**src/cpu_pkg.sv**
```systemverilog
package cpu_pkg;

    localparam int XLEN = 32;

    // Major opcodes of the supported RV32I subset
    localparam logic [6:0] OPC_OP     = 7'b0110011;
    localparam logic [6:0] OPC_OP_IMM = 7'b0010011;
    localparam logic [6:0] OPC_LUI    = 7'b0110111;
    localparam logic [6:0] OPC_LOAD   = 7'b0000011;
    localparam logic [6:0] OPC_STORE  = 7'b0100011;
    localparam logic [6:0] OPC_BRANCH = 7'b1100011;

    typedef enum logic [2:0] {
        ALU_ADD,
        ALU_SUB,
        ALU_AND,
        ALU_OR,
        ALU_XOR,
        ALU_PASS_B    // LUI
    } alu_op_t;

    // Address bits 31:29 select the target of a load or store
    localparam logic [2:0] REGION_RAM  = 3'd0;
    localparam logic [2:0] REGION_PWM  = 3'd1;
    localparam logic [2:0] REGION_GPIO = 3'd2;

    localparam logic [7:0] PWM_PERIOD_OFS = 8'h00;
    localparam logic [7:0] PWM_DUTY_OFS   = 8'h04;

    localparam int RAM_WORDS = 256;
    localparam int RAM_AW    = 8;

    // addi x0, x0, 0
    localparam logic [XLEN-1:0] NOP_INSTR = 32'h0000_0013;

endpackage

```
**src/decode.sv**
```systemverilog
`timescale 1ns/1ns

module decode (
    input  logic             clock,
    input  logic             rst_n,
    input  logic             enable,
    input  logic             branch_taken,
    input  logic [31:0]      next_instruction,
    input  logic [31:0]      pc_in,
    input  logic [31:0]      regbank_value1,
    input  logic [31:0]      regbank_value2,
    output logic [4:0]       rs1,
    output logic [4:0]       rs2,
    output logic             load_use_stall,
    output logic [31:0]      pc_out,
    output logic [31:0]      value1,
    output logic [31:0]      value2,
    output logic [31:0]      imm,
    output logic [4:0]       rs1_out,
    output logic [4:0]       rs2_out,
    output logic [4:0]       reg_dest,
    output cpu_pkg::alu_op_t alu_op,
    output logic             alu_src,
    output logic             branch,
    output logic             mem_read,
    output logic             mem_write,
    output logic             reg_write,
    output logic             mem_to_reg
);
    logic [31:0]      instr;
    logic [4:0]       rd;
    logic [31:0]      d_imm;
    cpu_pkg::alu_op_t d_alu_op;
    logic             d_alu_src, d_branch, d_mem_read, d_mem_write, d_reg_write;
    logic             use_rs1, use_rs2;

    assign instr = next_instruction;
    assign rd    = instr[11:7];
    assign rs1   = instr[19:15];
    assign rs2   = instr[24:20];

    always_comb begin
        d_imm       = '0;
        d_alu_op    = cpu_pkg::ALU_ADD;
        d_alu_src   = 1'b0;
        d_branch    = 1'b0;
        d_mem_read  = 1'b0;
        d_mem_write = 1'b0;
        d_reg_write = 1'b0;
        use_rs1     = 1'b0;
        use_rs2     = 1'b0;
        case (instr[6:0])
            cpu_pkg::OPC_OP: begin
                d_reg_write = 1'b1;
                use_rs1     = 1'b1;
                use_rs2     = 1'b1;
                case ({instr[31:25], instr[14:12]})
                    10'b0000000_000: d_alu_op = cpu_pkg::ALU_ADD;
                    10'b0100000_000: d_alu_op = cpu_pkg::ALU_SUB;
                    10'b0000000_111: d_alu_op = cpu_pkg::ALU_AND;
                    10'b0000000_110: d_alu_op = cpu_pkg::ALU_OR;
                    10'b0000000_100: d_alu_op = cpu_pkg::ALU_XOR;
                    default: begin    // Other R-type ops become NOPs
                        d_reg_write = 1'b0;
                        use_rs1     = 1'b0;
                        use_rs2     = 1'b0;
                    end
                endcase
            end
            cpu_pkg::OPC_OP_IMM: if (instr[14:12] == 3'b000) begin    // ADDI only
                d_imm       = {{20{instr[31]}}, instr[31:20]};
                d_alu_src   = 1'b1;
                d_reg_write = 1'b1;
                use_rs1     = 1'b1;
            end
            cpu_pkg::OPC_LUI: begin
                d_imm       = {instr[31:12], 12'b0};
                d_alu_op    = cpu_pkg::ALU_PASS_B;
                d_alu_src   = 1'b1;
                d_reg_write = 1'b1;
            end
            cpu_pkg::OPC_LOAD: if (instr[14:12] == 3'b010) begin      // LW
                d_imm       = {{20{instr[31]}}, instr[31:20]};
                d_alu_src   = 1'b1;
                d_mem_read  = 1'b1;
                d_reg_write = 1'b1;
                use_rs1     = 1'b1;
            end
            cpu_pkg::OPC_STORE: if (instr[14:12] == 3'b010) begin     // SW
                d_imm       = {{20{instr[31]}}, instr[31:25], instr[11:7]};
                d_alu_src   = 1'b1;
                d_mem_write = 1'b1;
                use_rs1     = 1'b1;
                use_rs2     = 1'b1;
            end
            cpu_pkg::OPC_BRANCH: if (instr[14:12] == 3'b000) begin    // BEQ
                d_imm    = {{20{instr[31]}}, instr[7], instr[30:25], instr[11:8], 1'b0};
                d_branch = 1'b1;
                use_rs1  = 1'b1;
                use_rs2  = 1'b1;
            end
            default: ;
        endcase
    end

    // Load in execute whose result the decoded instruction needs
    assign load_use_stall = mem_read && reg_dest != 5'd0
                            && ((use_rs1 && rs1 == reg_dest) || (use_rs2 && rs2 == reg_dest));

    always_ff @(posedge clock) begin
        if (!rst_n || (enable && (branch_taken || load_use_stall))) begin
            alu_op     <= cpu_pkg::ALU_ADD;    // Bubble
            alu_src    <= 1'b0;
            branch     <= 1'b0;
            mem_read   <= 1'b0;
            mem_write  <= 1'b0;
            reg_write  <= 1'b0;
            mem_to_reg <= 1'b0;
            reg_dest   <= '0;
            rs1_out    <= '0;
            rs2_out    <= '0;
        end else if (enable) begin
            alu_op     <= d_alu_op;
            alu_src    <= d_alu_src;
            branch     <= d_branch;
            mem_read   <= d_mem_read;
            mem_write  <= d_mem_write;
            reg_write  <= d_reg_write && rd != 5'd0;
            mem_to_reg <= d_mem_read;
            reg_dest   <= rd;
            rs1_out    <= rs1;
            rs2_out    <= rs2;
        end
    end

    always_ff @(posedge clock) begin
        if (enable) begin
            pc_out <= pc_in;
            value1 <= regbank_value1;
            value2 <= regbank_value2;
            imm    <= d_imm;
        end
    end

endmodule

```
**config.mk**
```make
export PLATFORM = sky130hd
export DESIGN_NAME = decode
export DESIGN_NICKNAME = d
export VERILOG_FILES = /design/src/cpu_pkg.sv /design/src/decode.sv
export SDC_FILE = /design/constraint.sdc
export NUM_CORES = 1
export LEC_CHECK = 0
export BUFFER_PORTS_ARGS = -buffer_cell sky130_fd_sc_hd__clkbuf_2
export CAP_MARGIN = 20
export CORE_MARGIN = 3
export CORE_UTILIZATION = 48
export DETAILED_ROUTE_END_ITERATION = 16
export PLACE_DENSITY_LB_ADDON = 0.25
export SKIP_CTS_REPAIR_TIMING = 1
export SLEW_MARGIN = 30
export SYNTH_ARGS = -nofsm -noshare
export SYNTH_HDL_FRONTEND = slang
export SYNTH_SLANG_ARGS = --single-unit
```
**constraint.sdc**
```tcl
create_clock -name clock -period 3.25 [get_ports clock]
set_input_delay 0.325 -clock clock [delete_from_list [all_inputs] [get_ports clock]]
set_output_delay 0.325 -clock clock [all_outputs]
set_load 0.1 [all_outputs]
```
==> flow_summary.toml, run 1 <==
[floorplan]
die_area_um2 = 12900
fp.dieH_um = 114
start_util_pct = 50.3
core_um2 = 11100
fp-row-count = 38
dieWidth_um = 114
ios = 295

[yosys]
synth_top_area_cell = "edfxtp_1"
synth_seq_cells = 151
synthCells = 319
synth_edf_count = 128
seq_area_frac_synth_pct = 77.3
yosys_warnings = 0
synth_flop_cell = "edfxtp_1"
yosysTopAreaCellShare_pct = 69.0
synth_area_um2 = 5570
synth_cell_types = 54
synth_top_cells_by_area = "edfxtp_1 69%, dfxtp_1 8.3%, a22o_1 3.6%, a21o_1 2.8%, buf_4 1.6%"
synth_nets = 451
avgSynthCellArea_um2 = 17.5
async_flop_share_pct = 0

[finish]
layout_common_cells = "293 x clkbuf_2, 128 x edfxtp_1, 23 x a22o_1, 23 x dfxtp_1, 21 x a21o_1"
layout-drive-gt1-share_pct = 54.2
diodes = 0
multiInputGateArea_um2 = 1100
nets = 744
fill_cells = 780
ff_latch_area_um2 = 4300
syn_to_final_growth_pct = 39.0
final_common_cell = "clkbuf_2"

[power]
p_clk_share_pct = 37.3
max-vdd-ir-drop_v = 0.000605
leakage_nw = 3.54
p_per_area_nw_per_um2 = 747
p_total_mw = 5.78
p_sw_mw = 1.93
seqPwrFrac_pct = 39.5
p_comb_share_pct = 23.1
p_sw_share_pct = 33.4
p_int_mw = 3.85

[cts]
cts_buffers = 17
clk_path_buf_depth = 2
numClockSinks = 151
cts-root-buf = "clkbuf_16"
cts_tree = "done"
htree_levels = 4
clk_latency_ps = 410
path_clk_slew_ps = 60

[sta]
finalSetupViolations = 0
rsz0062_at_grt = "no"
fmax_ghz = 0.383
slew_headroom_pct = 36.6
tightestPinTransition_ps = 951
finalCriticalPeriod_ps = 2610
post-route-period-util_pct = 80.4
holdWs_ps = 87.1
layout_setup_ws_ps = 636
setup_tns_ps = 0
fin_worst_skew_ps = 5.69
final_max_slew_viol_count = 0
hold_viol = 0

[critical_path]
worstSetupPathType = "reg2out"
worstPathMaxFanout = 5
critPathLaunchType = "flop"
crit_path_end_kind = "primary output"
cp.arrival_ps = 2290
crit_required_ps = 2920

[global_route]
grt_first_pass_wirelength_um = 21900
grt.total_usage_pct = 22.7
grt_max_degree = 78
antenna_found_initial = 0
grt_overflow = 0
grt_pass1_vias = 3919

[placement]
gp_congestion = 0.904
preCtsSetupSlack_ps = 945
dp_hpwl_um = 11300
numPortBuffers = 294

[drt]
wl_per_cell_um = 19.8
via_per_inst = 5.18
dr.pass1.iters = 4
antenna_left = 0
drc_errors = 0
drtIter0Drc = 331
totalWireLength_um = 15100
vias = 3959

[job]
cap_violations = 0

[hold_path]
hold_class = "in2reg"

[status]
status = "complete, no violations"
==> cell usage after synthesis, types with 3 or more instances <==
cell type / n
edfxtp_1: 128
a22o_1: 23
dfxtp_1: 23
a21o_1: 21
buf_4: 12
nor2_1: 10
xor2_1: 10
nand2_1: 9
and2_1: 7
a21oi_1: 5
clkbuf_1: 4
nor3_1: 4
a31oi_1: 3
buf_6: 3
nand3_1: 3
nor4_1: 3
==> worst max-delay path, stage by stage (launching register included) <==
cell       delay [ps]
dfxtp_1           440
xor2_1            170
a2111oi_4         430
nand4_1           170
o22ai_2           190
clkbuf_2          480
==> power by group through the flow <==
| stage | logic (mW) | clock network, mW | registers, mW |
|---|---|---|---|
| floorplan | 0.126 | 0 | 3.27 |
| global placement | 1.33 | 0 | 2.32 |
| detailed placement | 1.34 | 0 | 2.33 |
| CTS | 1.34 | 2.20 | 2.29 |
| global route | 1.37 | 2.29 | 2.29 |
| finish | 1.34 | 2.16 | 2.28 |
==> cell type report <==
type	count	share of cell area [%]
clock buffers	19	5.59
clock inverters	13	2.91
inverters	1	0.0485
multi-input cells	144	14.2
flip-flops and latches	151	55.6
well taps	140	2.26
repair buffers	297	19.4
==> per-layer routing <==
layer | up-vias | wire, µm | GRT usage (%)
met2 | 204 | 7950 | 39.3
li1 | 1829 | - | -
met3 | 25 | 1330 | 7.48
met4 | 0 | 369 | 9.13
met1 | 1901 | 5460 | 26.1
met5 | - | 0 | 0
==> cells by family after synthesis <==
group / after synthesis / synth area share (%)
flip-flops: 151 / 77.3
AO/OA/AOI/OAI: 68 / 10.2
AND/OR/NAND/NOR: 64 / 7.61
buffers and inverters: 24 / 3.08
XOR/XNOR: 12 / 1.89
==> metrics by stage <==
step	cells	cell area, µm²	util (%)
2_1_floorplan	319	5580	-
3_3_place_gp	733	7080	63.9
3_5_place_dp	733	7080	63.9
4_1_cts	765	7740	69.9
5_1_grt	765	7740	69.9
6_report	765	7740	69.9
==> final timing paths <==
| path | slack (ps) | from | depth (start not counted) | to |
|---|---|---|---|---|
| hold reg to reg | 480 | reg_write$_SDFFE_PP0P_ | 1 | reg_write$_SDFFE_PP0P_ |
| setup reg to reg | 1010 | reg_dest[4]$_SDFFE_PP0P_ | 5 | reg_dest[2]$_SDFFE_PP0P_ |
| hold / removal | 90 | regbank_value1[11] | 1 | value1[11]$_DFFE_PP_ |
| setup / recovery | 640 | reg_dest[0]$_SDFFE_PP0P_ | 5 | load_use_stall |
(Power assumes the default switching activity.)
==> inputs of run 2 (changes only) <==
Settings changed: ABC_AREA from default to 1, CORE_ASPECT_RATIO from default to 1.4, CORE_UTILIZATION 48 to 41.
Clock period 3.25 ns to 2.28 ns, I/O delays scaled along.
==> flow_summary.toml, run 2 <==
[status]
status = "complete, no violations"

[yosys]
yosysTopAreaCellShare_pct = 68.0
seq_area_frac_synth_pct = 76.2
synth_flop_cell = "edfxtp_1"
synth_top_area_cell = "edfxtp_1"
synthTopCellsByCount = "128 x edfxtp_1, 41 x o21ai_0, 40 x inv_1"
synth_cell_types = 30
synth_most_common_cell = "edfxtp_1"
synth_top_cells_by_area = "edfxtp_1 68%, dfxtp_1 8.1%, o21ai_0 3.6%, inv_1 2.7%, nand2_1 2.5%"
async_flop_share_pct = 0
avgSynthCellArea_um2 = 14.1
synth_nets = 534
synth_area_um2 = 5650
synthCells = 402
synth_seq_cells = 151
synth_edf_count = 128
yosys_warnings = 0

[cts]
cts_buffers = 17
clk_latency_ps = 400
clk_path_buf_depth = 2
htree_levels = 4
numClockSinks = 151
cts_tree = "done"
path_clk_slew_ps = 70
cts-root-buf = "clkbuf_16"

[global_route]
grt_pass1_vias = 4292
antenna_found_initial = 0
grt_max_degree = 61
grt_overflow = 0
grt.total_usage_pct = 20.4
grt_first_pass_wirelength_um = 23700

[critical_path]
crit_family = "simple AND/OR/NAND/NOR gates"
startpoint = "reg_dest[1]$_SDFFE_PP0P_"
r2r_start = "reg_dest[1]$_SDFFE_PP0P_"
critPathLaunchType = "flop"
cp-endpoint = "load_use_stall"
crit_required_ps = 2050
cp.buffers_inverters = 2
cp.arrival_ps = 1850
reg2reg_depth = 11
worstReg2RegEnd = "mem_to_reg$_SDFFE_PP0P_"
cpMostUsedCell = "nand2_1"
slowest_delay_ps = 360
reg2reg_slack_ps = 420
worstSetupPathType = "reg2out"
worstPathMaxFanout = 5
crit_chain = "or2_4, a21oi_2, nand4_1, nor2_1, nand2_1, nand2_1, nand2_2, inv_2, buf_12"
cp_slowest_cell = "dfxtp_4"
crit_path_end_kind = "primary output"
critical_path_depth = 9

[drt]
wl_per_cell_um = 18.0
top_layer_used = "met4"
wl_met1_um = 6460
antenna_left = 0
dr_wl_met3_um = 1700
dr.pass1.iters = 4
wl_met2_um = 9220
totalWireLength_um = 17800
vias = 4678
drc_errors = 0
via_per_inst = 4.72
drtIter0Drc = 215

[power]
p_clk_share_pct = 33.3
p_sw_mw = 3.00
p_per_area_nw_per_um2 = 917
p_int_mw = 5.10
seqPwrFrac_pct = 40.4
leakage_nw = 3.99
max-vdd-ir-drop_v = 0.000447
p_sw_share_pct = 37.1
p_comb_share_pct = 26.3

[finish]
syn_to_final_growth_pct = 56.3
nets = 928
diodes = 0
layout-drive-gt1-share_pct = 47.7
final_common_cell = "clkbuf_2"
fin_util_pct = 65.7
layout_common_cells = "292 x clkbuf_2, 128 x edfxtp_1, 95 x dlygate4sd3_1, 41 x o21ai_0, 39 x inv_1"

[sta]
final_max_slew_viol_count = 0
fmax_ghz = 0.481
slew_headroom_pct = 60.2
fin_worst_skew_ps = 4.20
finalCriticalPeriod_ps = 2080
hold_viol = 0
post-route-period-util_pct = 91.2
tightestPinTransition_ps = 600
setup_tns_ps = 0
rsz0062_at_grt = "no"
finalSetupViolations = 0

[floorplan]
dieWidth_um = 105
ios = 295
start_util_pct = 42.0
die_area_um2 = 15200
fp.dieH_um = 145
core_um2 = 13500
fp-row-count = 50

[job]
cap_violations = 0

[placement]
numPortBuffers = 294
dp_hpwl_um = 12100
gp_congestion = 0.915

[hold_path]
hold_class = "in2reg"
## run 2: cell count changes in the layout (fill, tap and decap cells not counted), moves of 9 or more
cell,previous run,this run
a21o_1,21,0
a22o_1,23,0
dlygate4sd3_1,0,95
inv_1,0,39
nand2_1,9,37
nor2_1,10,19
nor2_2,0,22
o21ai_0,0,41
## run 2: metrics by stage
stage,std cells,power [mW],setup WS [ps],hold WS (ps),area [µm²]
after global routing,991,8.36,63.5,8.28,8840
after floorplan,402,4.91,179,327,5660
final,991,8.10,200,20.4,8840
after detailed placement,862,5.31,341,407,7290
after CTS,894,7.99,60.9,-27.0,7860
after global placement,862,5.30,370,405,7290
## run 2: final cells by class
class / instances / area, µm²
repair buffers: 395 / 2510
well taps: 182 / 228
inverters: 47 / 176
fillers: 1013 / 4610
flip-flops and latches: 151 / 4310
clock buffers: 18 / 429
clock inverters: 14 / 140
multi-input cells: 184 / 1040
## run 2: worst min-delay path by stage
stage                     slack (ps)  cells after the start                   end               start
after floorplan                  330                      0   pc_out[0]$_DFFE_PP_            pc_in[0]
after global routing               8                      1   pc_out[2]$_DFFE_PP_            pc_in[2]
after detailed placement         410                      1  value1[28]$_DFFE_PP_  regbank_value1[28]
after CTS                        -30                      1  value2[14]$_DFFE_PP_  regbank_value2[14]
final                             20                      1   pc_out[2]$_DFFE_PP_            pc_in[2]
after global placement           410                      1   pc_out[0]$_DFFE_PP_            pc_in[0]
## run 2: layer usage
metal / up-vias / global-route usage (%)
met3: 28 / 8.23
met5: - / 0
li1: 2182 / -
met1: 2214 / 22.0
met4: 0 / 7.35
met2: 254 / 35.8
## run 2: logic make-up (layout without fill, tap and decap cells)
kind of cell / count (synthesis) / after routing / synth area share [%]
and+or+nand+nor: 119 / 119 / 11.6
xor gates and xnor gates: 8 / 8 / 1.24
buffers and inverters: 67 / 474 / 5.67
AOI/OAI and AO/OA: 57 / 57 / 5.34
DFF: 151 / 151 / 76.2
## run 2: worst register-to-register path, cell delays in order (launching register included)
cell     delay, ps
dfxtp_4        360
or2_4          240
a21oi_2        150
nand4_1        150
nor2_1         130
nand2_1         50
nand2_1         70
nand2_2         60
nand2_1         70
nand2_2         60
nand2_4        320
nor2_1          80
## run 2: power by group through the flow
stage,clock (mW),combinational (mW),sequential (mW)
5_1_grt,2.88,2.19,3.29
4_1_cts,2.74,1.99,3.27
3_5_place_dp,0,1.98,3.32
2_1_floorplan,0,0.215,4.70
6_report,2.70,2.13,3.27
3_3_place_gp,0,1.98,3.32
